--- src/design/rx_capture_macros.svh ---
`ifndef RX_CAPTURE_MACROS_SVH
`define RX_CAPTURE_MACROS_SVH

`default_nettype none

//////////////////////////////////////////////////////////////////////
// Capture window on the decoded 720p stream
//////////////////////////////////////////////////////////////////////
`define RX_HWIN_LO 220 // Last hcnt before the window
`define RX_HWIN_HI 1420 // Last hcnt inside the window
`define RX_VWIN_LO 25 // First vcnt inside the window
`define RX_VWIN_HI 745 // Last vcnt inside the window

//////////////////////////////////////////////////////////////////////
// Data island and debug line
//////////////////////////////////////////////////////////////////////
`define RX_ADE_PKT_LEN 32 // ade cycles per packet

`define RX_HEX_DIGITS 4 // Hex chars per debug line
`define RX_ASCII_CR 8'h0d
`define RX_ASCII_LF 8'h0a

`default_nettype wire

`endif

--- src/design/rx_video_pkg.sv ---
`default_nettype none

package rx_video_pkg;

	// Raster position rebuilt from the sync edges
	typedef logic [10:0] hcnt_t; // Pixel clocks since hsync rise
	typedef logic [10:0] vcnt_t; // Lines since vsync rise

	// Pixel number inside the capture window, first pixel is 0
	typedef logic [11:0] pix_index_t;

	typedef logic [7:0] pixel_t; // One color component

	// Word for the Ethernet video FIFO
	// [47:36] vcount, [35:24] index, [23:16] red, [15:8] green, [7:0] blue
	typedef logic [47:0] video_word_t;

endpackage

`default_nettype wire

--- src/design/rx_aux_pkg.sv ---
`default_nettype none

package rx_aux_pkg;

	typedef logic [3:0] aux_nib_t; // One TMDS aux channel

	// Clocks since vde fell, the blanking position of an ade cycle
	typedef logic [15:0] pos_t;

	// Word for the Ethernet aux FIFO
	// [24:9] pos, [8:5] aux2, [4:1] aux1, [0] aux0 bit 2
	typedef logic [24:0] aux_word_t;

	typedef logic [3:0] ade_cnt_t; // Packets seen in one blanking gap

	typedef logic [7:0] ascii_t; // Debug UART byte

	// Debug line sequencer
	typedef enum logic [1:0] {
		IDLE, // Waiting for a packet start
		DIGITS, // Sending hex characters
		CR,
		LF
	} dump_state_t;

endpackage

`default_nettype wire

--- src/design/rx_timing_if.sv ---
`default_nettype none

// Line timing from rx_line_timing to the later stages
interface rx_timing_if;

	rx_video_pkg::hcnt_t hcnt; // Horizontal count
	rx_video_pkg::vcnt_t vcnt; // Vertical count
	rx_video_pkg::pix_index_t index; // Pixel within window
	logic video_en; // Inside capture window
	logic init; // Window seen since reset

	modport src (
		output hcnt,
		output vcnt,
		output index,
		output video_en,
		output init
	);

	modport dst (
		input hcnt,
		input vcnt,
		input index,
		input video_en,
		input init
	);

endinterface

`default_nettype wire

--- src/design/rx_line_timing.sv ---
`include "rx_capture_macros.svh"

`default_nettype none

module rx_line_timing (
	input  wire      rx0_pclk,
	input  wire      RSTBTN,
	input  wire      hsync,
	input  wire      vsync,
	rx_timing_if.src tim
);

	logic hsync_q, vsync_q;
	logic hsync_rise, vsync_rise;
	rx_video_pkg::hcnt_t hcnt_q, hcnt_nxt;
	rx_video_pkg::vcnt_t vcnt_q, vcnt_nxt;
	rx_video_pkg::pix_index_t index_q, index_nxt;
	logic win_nxt;
	logic video_en_q;
	logic init_q;

	assign hsync_rise = hsync & ~hsync_q;
	assign vsync_rise = vsync & ~vsync_q;

	//////////////////////////////////////////////////////////////////////
	// Next raster position, so every output matches the same edge
	//////////////////////////////////////////////////////////////////////
	always_comb begin
		hcnt_nxt = hsync_rise ? '0 : hcnt_q + 1'b1; // Restart line
		if (vsync_rise)
			vcnt_nxt = '0; // New frame
		else if (hsync_rise)
			vcnt_nxt = vcnt_q + 1'b1;
		else
			vcnt_nxt = vcnt_q;

		win_nxt = (hcnt_nxt > `RX_HWIN_LO) && (hcnt_nxt <= `RX_HWIN_HI) &&
			(vcnt_nxt >= `RX_VWIN_LO) && (vcnt_nxt <= `RX_VWIN_HI);
		index_nxt = {1'b0, hcnt_nxt} - rx_video_pkg::pix_index_t'(`RX_HWIN_LO + 1);
	end

	always_ff @(posedge rx0_pclk) begin
		if (RSTBTN) begin
			hsync_q <= 1'b0;
			vsync_q <= 1'b0;
			hcnt_q <= '0;
			vcnt_q <= '0;
			video_en_q <= 1'b0;
			init_q <= 1'b0;
		end else begin
			hsync_q <= hsync;
			vsync_q <= vsync;
			hcnt_q <= hcnt_nxt;
			vcnt_q <= vcnt_nxt;
			video_en_q <= win_nxt;
			init_q <= init_q | win_nxt; // Sticky until reset
		end
	end

	always_ff @(posedge rx0_pclk)
		index_q <= index_nxt; // Only meaningful with video_en

	assign tim.hcnt = hcnt_q;
	assign tim.vcnt = vcnt_q;
	assign tim.index = index_q;
	assign tim.video_en = video_en_q;
	assign tim.init = init_q;

endmodule

`default_nettype wire

--- src/design/rx_ade_tracker.sv ---
`include "rx_capture_macros.svh"

`default_nettype none

module rx_ade_tracker (
	input  wire                  rx0_pclk,
	input  wire                  RSTBTN,
	input  wire                  vde,
	input  wire                  ade,
	rx_timing_if.dst             tim,
	output logic                 pkt_start,
	output rx_aux_pkg::pos_t     pos,
	output rx_aux_pkg::ade_cnt_t ade_num
);

	localparam int PKT_W = $clog2(`RX_ADE_PKT_LEN);

	logic [PKT_W-1:0] cnt_32; // Cycle within current packet
	rx_aux_pkg::ade_cnt_t ade_c; // Packets in this gap
	logic vde_q;
	logic vde_rise;
	logic pkt_hit;

	// First ade cycle of a packet, ignored until the first frame
	assign pkt_hit = tim.init & ade & (cnt_32 == '0);
	assign vde_rise = vde & ~vde_q;

	//////////////////////////////////////////////////////////////////////
	// Packet framing and per-line packet count
	//////////////////////////////////////////////////////////////////////
	always_ff @(posedge rx0_pclk) begin
		if (RSTBTN) begin
			vde_q <= 1'b0;
			cnt_32 <= '0;
			ade_c <= '0;
			ade_num <= '0;
			pkt_start <= 1'b0;
		end else begin
			vde_q <= vde;
			pkt_start <= pkt_hit;

			if (!ade)
				cnt_32 <= '0;
			else if (cnt_32 == PKT_W'(`RX_ADE_PKT_LEN - 1))
				cnt_32 <= '0; // Back to back packets
			else
				cnt_32 <= cnt_32 + 1'b1;

			if (vde_rise && tim.init) begin // Active line starts
				ade_num <= ade_c;
				ade_c <= '0;
			end else if (pkt_hit) begin
				ade_c <= ade_c + 1'b1;
			end
		end
	end

	// Blanking position, held at zero through active video
	always_ff @(posedge rx0_pclk) begin
		if (RSTBTN)
			pos <= '0;
		else if (vde)
			pos <= '0;
		else
			pos <= pos + 1'b1;
	end

endmodule

`default_nettype wire

--- src/design/rx_word_packer.sv ---
`include "rx_capture_macros.svh"

`default_nettype none

module rx_word_packer (
	input  wire                          rx0_pclk,
	input  wire                          RSTBTN,
	rx_timing_if.dst                     tim,
	input  wire                          ade,
	input  wire rx_video_pkg::pixel_t    red,
	input  wire rx_video_pkg::pixel_t    green,
	input  wire rx_video_pkg::pixel_t    blue,
	input  wire rx_aux_pkg::aux_nib_t    aux0,
	input  wire rx_aux_pkg::aux_nib_t    aux1,
	input  wire rx_aux_pkg::aux_nib_t    aux2,
	input  wire rx_aux_pkg::pos_t        pos,
	output rx_video_pkg::video_word_t    video_word,
	output logic                         video_word_valid,
	output rx_aux_pkg::aux_word_t        aux_word,
	output logic                         aux_word_valid
);

	// Input stage, lines the data up with the registered line timing
	rx_video_pkg::pixel_t red_q, green_q, blue_q;
	rx_aux_pkg::aux_nib_t aux1_q, aux2_q;
	logic aux0_b2_q;
	logic ade_q;

	always_ff @(posedge rx0_pclk) begin
		red_q <= red;
		green_q <= green;
		blue_q <= blue;
		aux0_b2_q <= aux0[2]; // Only bit 2 goes to the FIFO
		aux1_q <= aux1;
		aux2_q <= aux2;

		video_word <= {1'b0, tim.vcnt, tim.index, red_q, green_q, blue_q};
		aux_word <= {pos, aux2_q, aux1_q, aux0_b2_q};
	end

	always_ff @(posedge rx0_pclk) begin
		if (RSTBTN) begin
			ade_q <= 1'b0;
			video_word_valid <= 1'b0;
			aux_word_valid <= 1'b0;
		end else begin
			ade_q <= ade;
			video_word_valid <= tim.video_en; // Window pixels only
			aux_word_valid <= ade_q & tim.init;
		end
	end

endmodule

`default_nettype wire

--- src/design/pos_hex_dumper.sv ---
`include "rx_capture_macros.svh"

`default_nettype none

module pos_hex_dumper (
	input  wire                    rx0_pclk,
	input  wire                    RSTBTN,
	input  wire                    pkt_start,
	input  wire rx_aux_pkg::pos_t  pos,
	output rx_aux_pkg::ascii_t     dbg_byte,
	output logic                   dbg_byte_valid
);

	localparam int DIG_W = $clog2(`RX_HEX_DIGITS);

	rx_aux_pkg::dump_state_t state;
	rx_aux_pkg::pos_t shift_q; // Top nibble is the next digit
	logic [DIG_W-1:0] digit_cnt;

	// Upper case hex character
	function automatic rx_aux_pkg::ascii_t hex_ascii(input logic [3:0] nib);
		if (nib < 4'd10)
			return 8'h30 + {4'h0, nib}; // '0'..'9'
		else
			return 8'h37 + {4'h0, nib}; // 'A'..'F'
	endfunction

	//////////////////////////////////////////////////////////////////////
	// Line sequencer, busy for digits plus CR and LF
	//////////////////////////////////////////////////////////////////////
	always_ff @(posedge rx0_pclk) begin
		if (RSTBTN) begin
			state <= rx_aux_pkg::IDLE;
			digit_cnt <= '0;
		end else begin
			case (state)
				rx_aux_pkg::IDLE: begin
					if (pkt_start) begin
						state <= rx_aux_pkg::DIGITS;
						digit_cnt <= '0;
					end
				end
				rx_aux_pkg::DIGITS: begin
					if (digit_cnt == DIG_W'(`RX_HEX_DIGITS - 1))
						state <= rx_aux_pkg::CR;
					digit_cnt <= digit_cnt + 1'b1;
				end
				rx_aux_pkg::CR: state <= rx_aux_pkg::LF;
				default: state <= rx_aux_pkg::IDLE; // After LF
			endcase
		end
	end

	always_ff @(posedge rx0_pclk) begin
		if (state == rx_aux_pkg::IDLE && pkt_start)
			shift_q <= pos; // Position at packet start
		else if (state == rx_aux_pkg::DIGITS)
			shift_q <= shift_q << 4;
	end

	always_comb begin
		dbg_byte_valid = (state != rx_aux_pkg::IDLE);
		case (state)
			rx_aux_pkg::DIGITS: dbg_byte = hex_ascii(shift_q[15:12]);
			rx_aux_pkg::CR: dbg_byte = `RX_ASCII_CR;
			rx_aux_pkg::LF: dbg_byte = `RX_ASCII_LF;
			default: dbg_byte = 8'h00;
		endcase
	end

endmodule

`default_nettype wire

--- src/design/rx_capture_top.sv ---
`default_nettype none

module rx_capture_top (
	input  wire                              rx0_pclk,
	input  wire                              RSTBTN,
	input  wire                              rx0_hsync,
	input  wire                              rx0_vsync,
	input  wire                              rx0_vde,
	input  wire                              rx0_ade,
	input  wire rx_video_pkg::pixel_t        rx0_red,
	input  wire rx_video_pkg::pixel_t        rx0_green,
	input  wire rx_video_pkg::pixel_t        rx0_blue,
	input  wire rx_aux_pkg::aux_nib_t        rx0_aux0,
	input  wire rx_aux_pkg::aux_nib_t        rx0_aux1,
	input  wire rx_aux_pkg::aux_nib_t        rx0_aux2,
	output wire rx_video_pkg::video_word_t   video_word,
	output wire                              video_word_valid,
	output wire rx_aux_pkg::aux_word_t       aux_word,
	output wire                              aux_word_valid,
	output wire rx_aux_pkg::ade_cnt_t        ade_num,
	output wire                              init,
	output wire rx_aux_pkg::ascii_t          dbg_byte,
	output wire                              dbg_byte_valid
);

	wire pkt_start; // First cycle of a data island packet
	wire rx_aux_pkg::pos_t pos;

	rx_timing_if tim_if ();

	assign init = tim_if.init;

	//////////////////////////////////////////////////////////////////////
	// Stage 1 and 2
	//////////////////////////////////////////////////////////////////////
	rx_line_timing u_line_timing (
		.rx0_pclk (rx0_pclk),
		.RSTBTN   (RSTBTN),
		.hsync    (rx0_hsync),
		.vsync    (rx0_vsync),
		.tim      (tim_if.src)
	);

	rx_ade_tracker u_ade_tracker (
		.rx0_pclk  (rx0_pclk),
		.RSTBTN    (RSTBTN),
		.vde       (rx0_vde),
		.ade       (rx0_ade),
		.tim       (tim_if.dst),
		.pkt_start (pkt_start),
		.pos       (pos),
		.ade_num   (ade_num)
	);

	//////////////////////////////////////////////////////////////////////
	// Stage 3, FIFO words and debug bytes
	//////////////////////////////////////////////////////////////////////
	rx_word_packer u_word_packer (
		.rx0_pclk         (rx0_pclk),
		.RSTBTN           (RSTBTN),
		.tim              (tim_if.dst),
		.ade              (rx0_ade),
		.red              (rx0_red),
		.green            (rx0_green),
		.blue             (rx0_blue),
		.aux0             (rx0_aux0),
		.aux1             (rx0_aux1),
		.aux2             (rx0_aux2),
		.pos              (pos),
		.video_word       (video_word),
		.video_word_valid (video_word_valid),
		.aux_word         (aux_word),
		.aux_word_valid   (aux_word_valid)
	);

	pos_hex_dumper u_hex_dumper (
		.rx0_pclk       (rx0_pclk),
		.RSTBTN         (RSTBTN),
		.pkt_start      (pkt_start),
		.pos            (pos),
		.dbg_byte       (dbg_byte),
		.dbg_byte_valid (dbg_byte_valid)
	);

endmodule

`default_nettype wire

--- config.mk ---
export PLATFORM = sky130hd
export DESIGN_NAME = rx_capture_top
export DESIGN_NICKNAME = d
export VERILOG_FILES = /design/src/design/rx_video_pkg.sv /design/src/design/rx_aux_pkg.sv /design/src/design/rx_timing_if.sv /design/src/design/rx_line_timing.sv /design/src/design/rx_ade_tracker.sv /design/src/design/rx_word_packer.sv /design/src/design/pos_hex_dumper.sv /design/src/design/rx_capture_top.sv
export VERILOG_INCLUDE_DIRS = /design/src /design/src/design
export SDC_FILE = /design/constraint.sdc
export NUM_CORES = 1
export LEC_CHECK = 0
export BUFFER_PORTS_ARGS = -buffer_cell sky130_fd_sc_hd__buf_4
export CAP_MARGIN = 20
export CORE_MARGIN = 2
export CORE_UTILIZATION = 41
export CTS_BUF_LIST = sky130_fd_sc_hd__clkbuf_4
export CTS_CLUSTER_SIZE = 40
export DETAILED_ROUTE_END_ITERATION = 10
export GPL_TIMING_DRIVEN = 1
export PLACE_DENSITY = 0.69
export SLEW_MARGIN = 10
export SYNTH_ARGS = -nofsm -noshare
export SYNTH_HDL_FRONTEND = slang
export SYNTH_SLANG_ARGS = --single-unit
export TNS_END_PERCENT = 5
--- constraint.sdc ---
create_clock -name rx0_pclk -period 5.45 [get_ports rx0_pclk]
set_input_delay 1.09 -clock rx0_pclk [delete_from_list [all_inputs] [get_ports rx0_pclk]]
set_output_delay 1.09 -clock rx0_pclk [all_outputs]
set_load 0.05 [all_outputs]
==> results of run 1 <==
==> flip-flops by register name, indices dropped and copies added (netlist names), 8 cells and up <==
register / flops
u_word_packer.video_word: 47
u_line_timing.tim.index: 12
u_word_packer.red_q: 8
u_word_packer.green_q: 8
u_word_packer.blue_q: 8
u_word_packer.aux_word: 25
u_line_timing.tim.vcnt: 11
u_hex_dumper.shift_q: 16
u_line_timing.tim.hcnt: 11
u_ade_tracker.pos: 16
==> power breakdown <==
part / total, mW / internal (mW) / switching, mW
registers: 1.57 / 1.55 / 0.0276
logic: 0.295 / 0.102 / 0.192
clock network: 0.782 / 0.285 / 0.497
total: 2.65 / 1.93 / 0.717
==> final cells by class <==
class | instances | area [um^2]
fillers | 1370 | 7435
flip-flops and latches | 197 | 4104
multi-input cells | 314 | 2078
repair buffers | 125 | 938.4
well taps | 188 | 235.2
clock inverters | 15 | 167.7
clock buffers | 17 | 127.6
inverters | 16 | 60.06
==> layer usage <==
metal,up-vias,global-route usage (%),part of all wire (%)
met5,-,0,0
met4,0,6.658,1.8
met3,16,4.508,6.1
met2,128,23.25,47
met1,1921,18.27,45
li1,2094,-,-
==> cell families after synthesis <==
| family | share of synthesized area [%] |
|---|---|
| and+or+nand+nor | 15.13 |
| other | 0.05921 |
| DFF | 64.80 |
| xor gates and xnor gates | 6.361 |
| AOI/OAI and AO/OA | 4.643 |
| adders and majority gates | 3.161 |
| muxes | 3.398 |
| buffers and inverters | 2.450 |
==> worst paths after layout <==
kind / start / to / slack, ps / cells after the start
min: u_word_packer.green_q[2]$_DFF_P_ / u_word_packer.video_word[10]$_DFF_P_ / 340 / 0
max reg2reg: u_line_timing.tim.hcnt[0]$_SDFF_PP0_ / u_line_timing.tim.init$_SDFF_PP0_ / 2870 / 8
max: u_hex_dumper.shift_q[13]$_DFFE_PP_ / dbg_byte[1] / 2240 / 6
min reg2reg: u_word_packer.green_q[2]$_DFF_P_ / u_word_packer.video_word[10]$_DFF_P_ / 340 / 0
==> worst reg2reg max path, stage by stage (launching register included) <==
cell and delay, ps:
dfxtp_1 500, ha_1 450, nand3_1 140, xor2_1 180, nor2_1 290, a31oi_1 200, o211ai_1 300, o31ai_1 160
o32ai_2 270
==> layout by cell type (no fill, tap or decap), types with 12 or more instances in the layout <==
master / instances
inv_1: 16
dfxtp_1: 181
xnor2_1: 24
ha_1: 16
xor2_1: 22
nand3_1: 14
nor2_1: 61
buf_4: 125
clkbuf_4: 17
nor3_1: 23
mux2_2: 12
nand2_1: 27
edfxtp_1: 16
==> impl_metrics.py, run 1 <==
metrics = {
    "worst_setup_path": {
        "critPathMostFrequentCell": "o21ai_0",
        "crit_family": "compound AO/OA/AOI/OAI gates",
        "path_buf_inv": 1,
        "crit_required_ps": 4360,
        "max_stage_delay_ps": 470,
        "cpMaxStageDelayCell": "edfxtp_1",
        "path_class": "flop to primary output",
        "worstSetupEndpointType": "primary output",
        "path_max_fanout": 5,
        "crit_chain": "o21ai_0 -> nand2_1 -> o21ai_0 -> a21oi_1 -> nor2_1 -> buf_4",
        "worstSetupStartpointType": "flop",
        "cp.arrival_ps": 2120,
    },
    "sta": {
        "finalSetupViolCount": 0,
        "fmax_mhz": 311.8,
        "setup_ws_ps": 2243,
        "worstMarginPinSlew_ps": 736.9,
        "grt_setup_unrepaired": "false",
        "slew_violations": 0,
        "relSlewSlack_pct": 50.88,
        "finalHoldViolCount": 0,
        "period_share_pct": 58.85,
        "finalClockSkew_ps": 19.53,
        "whs_ps": 339.4,
        "finalCriticalPeriod_ps": 3207,
        "setup_tns_ps": 0,
    },
    "power": {
        "irDropWorstVdd_uv": 262.4,
        "power_leakage_nw": 3.191,
        "pwr_density_cell_nw_per_um2": 343.8,
        "totalPowerFinal_mw": 2.651,
    },
    "routing": {
        "wirelength_mm": 11.61,
        "firstDrtPassIters": 4,
        "wl_per_cell_um": 13.31,
        "via_count": 4159,
        "ant_nets": 0,
        "drc": 0,
        "drt-initial-drc-count": 199,
        "avgViaCountPerCell": 4.769,
    },
    "clocking": {
        "cts_resized": 0,
        "worstSkewPairLatency_ps": 570,
        "htreeDepth": 4,
        "clock_path_buffers": 2,
        "hold_buffers": 0,
        "cts_buffers": 17,
        "cts_post_setup_buffers_inserted": 0,
        "cts-root-buf": "clkbuf_4",
        "cts_tree": "done",
        "cts_sinks": 197,
        "clk_pin_slew_ps": 160,
    },
    "flow_run": {
        "drv_cap": 0,
    },
    "floorplan": {
        "num_rows": 45,
        "die_x_um": 128.3,
        "dieHeight_um": 128.3,
        "core_um2": 15150,
        "floorplan.initialDensity_pct": 41.82,
        "io_pins": 131,
        "dieArea_um2": 16460,
    },
    "placed_design": {
        "dp_cells": 840,
        "port_buffers": 125,
        "post_dp_cell_area_um2": 7416,
        "gp_congestion": 0.8600,
        "dpl_worst_slack_ps": 2175,
        "hpwl_mm": 8.307,
    },
    "global_routing": {
        "antenna_found_initial": 0,
        "grt_pass1_wl_mm": 19.04,
        "grt_pass1_vias": 4027,
        "grt_start_max_net_pins": 34,
        "gr-usage-all-layers_pct": 14.63,
        "overflow": 0,
    },
    "finish": {
        "layout-drive-gt1-share_pct": 25.44,
        "syn_to_final_growth_pct": 21.75,
        "nNetsFinal": 729,
        "num_antenna_cells": 0,
        "final_area_um2": 7711,
        "final_util_pct": 50.91,
        "final_cells": 872,
    },
    "logic_synthesis": {
        "synth-async-reset-ratio_pct": 0,
        "syn_avg_cell_area_um2": 11.58,
        "yosys_warnings": 0,
        "synth_seq_cells": 197,
        "ys.flop_type": "dfxtp_1",
        "synth_area_leader_cell": "dfxtp_1",
        "netlist.area_leader.share_pct": 57.21,
        "ys_seq_area_share_pct": 64.80,
        "synthTopCellsByArea": "dfxtp_1, edfxtp_1, nor2_1, xnor2_1, ha_1",
        "syn_area_um2": 6334,
        "synth_cell_types": 55,
        "synthTopCellsByCount": "dfxtp_1, nor2_1, nand2_1",
        "synth-edff-count": 16,
        "synthCells": 547,
        "synth_most_common_cell": "dfxtp_1",
    },
    "run_status": {
        "status": "finished clean",
    },
    "min_path": {
        "min_path_type": "flop to flop",
    },
}
(Power assumes the default switching activity.)
==> inputs of run 2 (changes only) <==
--- a/config.mk
+++ b/config.mk
@@ -6,6 +6,7 @@
 export SDC_FILE = /design/constraint.sdc
 export NUM_CORES = 1
 export LEC_CHECK = 0
+export ABC_AREA = 1
 export BUFFER_PORTS_ARGS = -buffer_cell sky130_fd_sc_hd__buf_4
 export CAP_MARGIN = 20
 export CORE_MARGIN = 2
@@ -14,7 +15,7 @@
 export CTS_CLUSTER_SIZE = 40
 export DETAILED_ROUTE_END_ITERATION = 10
 export GPL_TIMING_DRIVEN = 1
-export PLACE_DENSITY = 0.69
+export PLACE_DENSITY = 0.71
 export SLEW_MARGIN = 10
 export SYNTH_ARGS = -nofsm -noshare
 export SYNTH_HDL_FRONTEND = slang
==> constraint.sdc (replaced) <==
create_clock -name rx0_pclk -period 2.7 [get_ports rx0_pclk]
set_input_delay 0.54 -clock rx0_pclk [delete_from_list [all_inputs] [get_ports rx0_pclk]]
set_output_delay 0.54 -clock rx0_pclk [all_outputs]
set_load 0.05 [all_outputs]
==> run 2 against run 1 <==
Effect of this change: hold slack worse by 280 ps; total power up 110%; sequential share of layout area shrank 1.8 points; die area up 1.9%; clock power rose by 110%; via count rose by 13%; first-iteration DRC count is 71% higher; wire length rose by 1.4%; clock-buffer cell count rose by 1; cell area up 3.6%; setup slack worse by 2100 ps; synthesized cell count increased by 25%; critical path type unchanged; critical endpoint is now dbg_byte[2]; highest routed layer unchanged.
==> impl_metrics.py, run 2 <==
metrics = {
    "run_status": {
        "status": "finished clean",
    },
    "worst_setup_path": {
        "r2r_end": "u_line_timing.tim.video_en$_SDFF_PP0_",
        "worstSetupStartpointType": "flop",
        "reg2reg_slack_ps": 700,
        "cp.arrival_ps": 2030,
        "worstSetupEndpointType": "primary output",
        "path_max_fanout": 5,
        "reg2reg_from": "u_line_timing.tim.hcnt[0]$_SDFF_PP0_",
        "path_class": "flop to primary output",
        "max_stage_delay_ps": 480,
        "crit_chain": "o21ai_2 -> inv_1 -> nand2_1 -> nor2_1 -> o32ai_2 -> buf_4",
        "crit_family": "flip-flops",
        "rr_worst_depth": 15,
        "cpMaxStageDelayCell": "edfxtp_1",
        "path_buf_inv": 2,
        "crit_required_ps": 2160,
    },
    "logic_synthesis": {
        "synth_seq_cells": 197,
        "ys_seq_area_share_pct": 63.57,
        "yosys_warnings": 0,
        "synthCells": 683,
        "netlist.area_leader.share_pct": 56.12,
        "synthTopCellsByCount": "dfxtp_1, nand2_1, nor2_1",
        "synth-edff-count": 16,
        "synth_most_common_cell": "dfxtp_1",
        "ys.flop_type": "dfxtp_1",
        "synth_cell_types": 41,
        "syn_avg_cell_area_um2": 9.453,
        "synth-async-reset-ratio_pct": 0,
        "synthTopCellsByArea": "dfxtp_1, edfxtp_1, nand2_1, nor2_1, inv_1",
        "synth_area_leader_cell": "dfxtp_1",
        "syn_area_um2": 6456,
    },
    "clocking": {
        "clock_path_buffers": 2,
        "cts_tree": "done",
        "cts_buffers": 17,
        "clk_pin_slew_ps": 180,
        "worstSkewPairLatency_ps": 580,
        "htreeDepth": 4,
        "cts_sinks": 197,
        "cts-root-buf": "clkbuf_4",
    },
    "sta": {
        "fmax_mhz": 388.8,
        "worstMarginPinSlew_ps": 723.1,
        "relSlewSlack_pct": 51.42,
        "finalSetupViolCount": 0,
        "finalHoldViolCount": 0,
        "slew_violations": 0,
        "whs_ps": 59.96,
        "finalClockSkew_ps": 29.43,
        "finalCriticalPeriod_ps": 2572,
        "period_share_pct": 95.25,
    },
    "finish": {
        "final_util_pct": 52.14,
        "top_regs": "u_word_packer.video_word: 47 flops, u_word_packer.aux_word: 25 flops",
        "fill_cells": 1439,
        "final_cell_mix": "dfxtp_1, buf_4, nand2_1",
        "num_antenna_cells": 0,
        "final_cells": 1047,
        "top_register": "u_word_packer.video_word",
        "mostFrequentLayoutCell": "dfxtp_1",
        "nNetsFinal": 881,
        "layout-drive-gt1-share_pct": 22.73,
        "largest_register_ffs": 47,
        "area.sequential_um2": 4104,
        "syn_to_final_growth_pct": 23.68,
        "multi_input_area_um2": 1996,
    },
    "routing": {
        "wl_per_cell_um": 11.24,
        "via_count": 4709,
        "avgViaCountPerCell": 4.498,
        "wirelength_mm": 11.77,
        "ant_nets": 0,
        "firstDrtPassIters": 4,
        "drt-initial-drc-count": 340,
        "drc": 0,
    },
    "floorplan": {
        "io_pins": 131,
        "num_rows": 45,
        "dieArea_um2": 16770,
        "dieHeight_um": 129.5,
        "floorplan.initialDensity_pct": 42.16,
        "die_x_um": 129.5,
        "core_um2": 15310,
    },
    "power": {
        "pwr_density_cell_nw_per_um2": 700.7,
        "power_leakage_nw": 3.543,
        "totalPowerFinal_mw": 5.595,
        "irDropWorstVdd_uv": 569.4,
    },
    "min_path": {
        "min_path_type": "input pin to flop",
        "min-delay-start": "rx0_aux2[3]",
        "worst_hold_path.num_cells": 1,
        "whs_endpoint": "u_word_packer.aux2_q[3]$_DFF_P_",
    },
    "global_routing": {
        "grt_pass1_wl_mm": 18.99,
        "overflow": 0,
        "gr-usage-all-layers_pct": 14.43,
        "grt_pass1_vias": 4228,
        "grt_start_max_net_pins": 28,
        "antenna_found_initial": 0,
    },
    "flow_run": {
        "drv_cap": 0,
    },
    "placed_design": {
        "gp_congestion": 0.8136,
        "dp_cells": 1011,
        "port_buffers": 125,
        "hpwl_mm": 8.488,
    },
}
-- run 2: changes by cell type after synthesis, sizes merged, moves of 10 or more --
cell and delta:
nand2 +94, inv +71, nor2 +38, nand3 +25, o21ai +23, xnor2 -22
a21oi +20, xor2 -14, nor3 -13, mux2 -11, nor2b -11, nand2b -10
-- run 2: cell families (layout without fill, tap and decap cells) --
kind of cell    count (synthesis)  count (layout)  share of synthesized area (%)
mux                             1               1                         0.1744
flops                         197             197                          63.57
compound gates                 73              73                          6.008
fa+ha+maj                      16              16                          3.101
xor+xnor                       10              10                          1.357
simple gates                  287             287                          19.79
buf+inv                        98             250                          5.950
other cells                     1               2                        0.05808
-- run 2: worst max-delay path by stage --
stage	startpoint	cells past startpoint	slack, ps	to
floorplan	u_hex_dumper.state[1]$_SDFFE_PP0P_	5	420	dbg_byte[0]
global placement	u_hex_dumper.state[1]$_SDFFE_PP0P_	5	660	dbg_byte[2]
detailed placement	u_hex_dumper.shift_q[14]$_DFFE_PP_	6	620	dbg_byte[2]
CTS	u_hex_dumper.shift_q[14]$_DFFE_PP_	6	60	dbg_byte[2]
global route	u_hex_dumper.shift_q[14]$_DFFE_PP_	6	-2	dbg_byte[2]
finish	u_hex_dumper.shift_q[14]$_DFFE_PP_	6	130	dbg_byte[2]
-- run 2: power breakdown --
part / total, mW / leakage [nW] / switching (mW) / internal, mW
Combinational: 0.802 / 1.74 / 0.547 / 0.255
Sequential: 3.18 / 1.64 / 0.0657 / 3.12
Clock: 1.61 / 0.162 / 1.01 / 0.594
-- run 2: cell type report --
class	instances	share of cell area, %
flip-flops and latches	197	51.39
multi-input cells	389	24.99
repair buffers	131	12.44
inverters	87	4.090
well taps	211	3.306
clock inverters	14	2.084
clock buffers	18	1.692
-- run 2: worst reg2reg max path, delay by kind of cell (launching register included) --
family	cells	cell delay, ps
buffers and inverters	3	220
DFF	1	420
adders and majority gates	1	310
and+or+nand+nor	11	1000
-- run 2: what timing repair did --
action | in CTS | in global routing
cloned | 0 | 0
hold buffers | 0 | 4
buffers inserted | 0 | 0
hold endpoints to repair | 0 | 4
resized for setup | 2 | 2
endpoints found under the setup margin | 1 | 1
-- run 2: metal layers --
layer | share of wire, % | GRT usage [%]
met1 | 44 | 16.78
met2 | 47 | 23.59
met3 | 7.9 | 6.482
met4 | 1.5 | 5.313
met5 | 0 | 0
-- run 2: through the flow --
step / instance area [um^2] / setup TNS (ps) / setup WS (ps)
4_1_cts: 7931 / 0 / 60.71
3_5_place_dp: 7627 / 0 / 619.4
2_1_floorplan: 6467 / 0 / 415.2
6_report: 7985 / 0 / 128.3
5_1_grt: 7985 / -1.993 / -1.993
3_3_place_gp: 7627 / 0 / 657.2
==> inputs of run 3 (changes only) <==
--- a/config.mk
+++ b/config.mk
@@ -15,7 +15,7 @@
 export CTS_CLUSTER_SIZE = 40
 export DETAILED_ROUTE_END_ITERATION = 10
 export GPL_TIMING_DRIVEN = 1
-export PLACE_DENSITY = 0.71
+export PLACE_DENSITY = 0.66
 export SLEW_MARGIN = 10
 export SYNTH_ARGS = -nofsm -noshare
 export SYNTH_HDL_FRONTEND = slang
==> constraint.sdc (replaced) <==
create_clock -name rx0_pclk -period 2.36 [get_ports rx0_pclk]
set_input_delay 0.472 -clock rx0_pclk [delete_from_list [all_inputs] [get_ports rx0_pclk]]
set_output_delay 0.472 -clock rx0_pclk [all_outputs]
set_load 0.05 [all_outputs]
==> run 3 against run 2 <==
Effect of this change: register-to-register slack got worse by 360 ps; sequential share of layout area decreased by 2.0 points; hold slack improved by 57 ps; flip-flop and latch count unchanged; combinational power increased by 26%; wire length increased by 2.4%; clock-buffer cell count unchanged; clock skew decreased by 8.6 ps; critical path depth increased by 1; non-clock buffer count increased by 33; cell area increased by 4.2%; total power increased by 13%.
==> impl_metrics.py, run 3 (same netlist as run 2, synthesis figures left out) <==
metrics = {
    "placed_design": {
        "post_dp_cell_area_um2": 7642,
        "gp_congestion": 0.8013,
        "hpwl_mm": 8.366,
        "port_buffers": 125,
        "dp_cells": 1013,
    },
    "global_routing": {
        "gr-usage-all-layers_pct": 15.13,
        "antenna_found_initial": 1,
        "overflow": 0,
        "grt_pass1_wl_mm": 19.77,
        "grt_start_max_net_pins": 20,
        "grt_pass1_vias": 4294,
    },
    "worst_setup_path": {
        "crit_required_ps": 1890,
        "worstSetupEndpointType": "primary output",
        "cpMaxStageDelayCell": "edfxtp_1",
        "path_max_fanout": 3,
        "path_class": "flop to primary output",
        "max_stage_delay_ps": 450,
        "cp.arrival_ps": 1880,
        "crit_chain": "inv_1 -> ha_1 -> nand2_1 -> nand2_2 -> nor2_1 -> o32ai_2 -> buf_6",
        "worstSetupStartpointType": "flop",
    },
    "sta": {
        "finalSetupViolCount": 0,
        "finalClockSkew_ps": 20.81,
        "finalHoldViolCount": 0,
        "fmax_mhz": 424.4,
        "slew_violations": 0,
        "relSlewSlack_pct": 52.51,
        "setup_tns_ps": 0,
        "finalCriticalPeriod_ps": 2356,
        "worstMarginPinSlew_ps": 709.8,
        "grt_setup_unrepaired": "true",
        "period_share_pct": 99.83,
    },
    "clocking": {
        "cts_tree": "done",
        "htreeDepth": 4,
        "cts_buffers": 17,
        "worstSkewPairLatency_ps": 560,
        "clock_path_buffers": 2,
        "cts_sinks": 197,
        "cts-root-buf": "clkbuf_4",
        "clk_pin_slew_ps": 150,
    },
    "finish": {
        "nNetsFinal": 914,
        "largest_register_ffs": 47,
        "top_regs": "u_word_packer.video_word: 47 flops, u_word_packer.aux_word: 25 flops",
        "final_cell_mix": "dfxtp_1, buf_4, nand2_1",
        "mostFrequentLayoutCell": "dfxtp_1",
        "final_cells": 1082,
        "top_register": "u_word_packer.video_word",
        "syn_to_final_growth_pct": 28.88,
        "layout-drive-gt1-share_pct": 23.25,
        "final_area_um2": 8320,
    },
    "routing": {
        "firstDrtPassIters": 4,
        "ant_nets": 0,
        "avgViaCountPerCell": 4.339,
        "wirelength_mm": 12.05,
        "drt-initial-drc-count": 231,
        "drc": 0,
        "wl_per_cell_um": 11.14,
        "via_count": 4695,
    },
    "floorplan": {
        "core_um2": 15310,
        "die_x_um": 129.5,
        "floorplan.initialDensity_pct": 42.16,
        "num_rows": 45,
        "io_pins": 131,
        "dieHeight_um": 129.5,
        "dieArea_um2": 16770,
    },
    "power": {
        "power_leakage_nw": 3.678,
        "totalPowerFinal_mw": 6.336,
        "pwr_density_cell_nw_per_um2": 761.4,
        "irDropWorstVdd_uv": 552.8,
    },
    "flow_run": {
        "drv_cap": 0,
    },
    "run_status": {
        "status": "finished clean",
    },
    "min_path": {
        "min_path_type": "input pin to flop",
    },
}
[run 3: cell types whose count changed in the layout (fill, tap and decap cells not counted), sizes merged]
cell | previous run | this run
dlygate4sd3 | 4 | 33
diode | 0 | 2
bufinv | 2 | 0
clkinvlp | 2 | 0
buf | 127 | 131
clkinv | 2 | 6
[run 3: metal layers]
layer / track usage (%) / wire length, um
met1: 18.42 / 5405
met2: 23.59 / 5475
met3: 6.689 / 1024
met4: 6.072 / 145
met5: 0 / 0
[run 3: worst paths after layout]
| check | from | to | slack, ps | cells past startpoint |
|---|---|---|---|---|
| setup / recovery | u_hex_dumper.shift_q[13]$_DFFE_PP_ | dbg_byte[2] | 4 | 7 |
| hold / removal | rx0_vsync | u_line_timing.vsync_q$_SDFF_PP0_ | 120 | 3 |
| setup reg to reg | u_line_timing.tim.hcnt[0]$_SDFF_PP0_ | u_line_timing.tim.init$_SDFF_PP0_ | 340 | 15 |
| hold reg to reg | u_line_timing.tim.index[7]$_DFF_P_ | u_word_packer.video_word[31]$_DFF_P_ | 340 | 0 |
[run 3: timing repair]
item	4_1_cts	5_1_grt
endpoints found under the setup margin	7	8
hold buffers	33	0
pin swaps	1	0
setup buffers	2	0
resized for setup	8	10
endpoints found under the hold margin	33	0
[run 3: stage by stage]
stage,utilization [%],hold slack [ps],worst slack (ps)
after floorplan,-,309.6,143.2
after global placement,49.90,309.7,358.5
after detailed placement,49.90,312.1,356.0
after CTS,54.10,55.46,-51.41
after global routing,54.33,77.77,-132.5
final,54.33,116.8,3.966
[run 3: area by class of cell]
class | count | area [um^2]
Timing Repair Buffer | 164 | 1333
Clock inverter | 14 | 138.9
Clock buffer | 18 | 135.1
Tap cell | 211 | 264.0
Multi-Input combinational cell | 389 | 2011
Inverter | 87 | 326.6
Antenna cell | 2 | 5.005
Fill cell | 1411 | 6994
Sequential cell | 197 | 4108
[run 3: worst max-delay path, delay by kind of cell (launching register included)]
family                     cells  cell delay, ps
buffers and inverters          2             280
adders and majority gates      1             150
and+or+nand+nor                3             200
AOI/OAI and AO/OA              1             250
DFF                            1             450
[run 3: power breakdown]
group / switching (mW) / internal [mW]
Combinational: 0.656 / 0.359
Sequential: 0.0738 / 3.57
Clock: 1.19 / 0.486
Total: 1.92 / 4.42
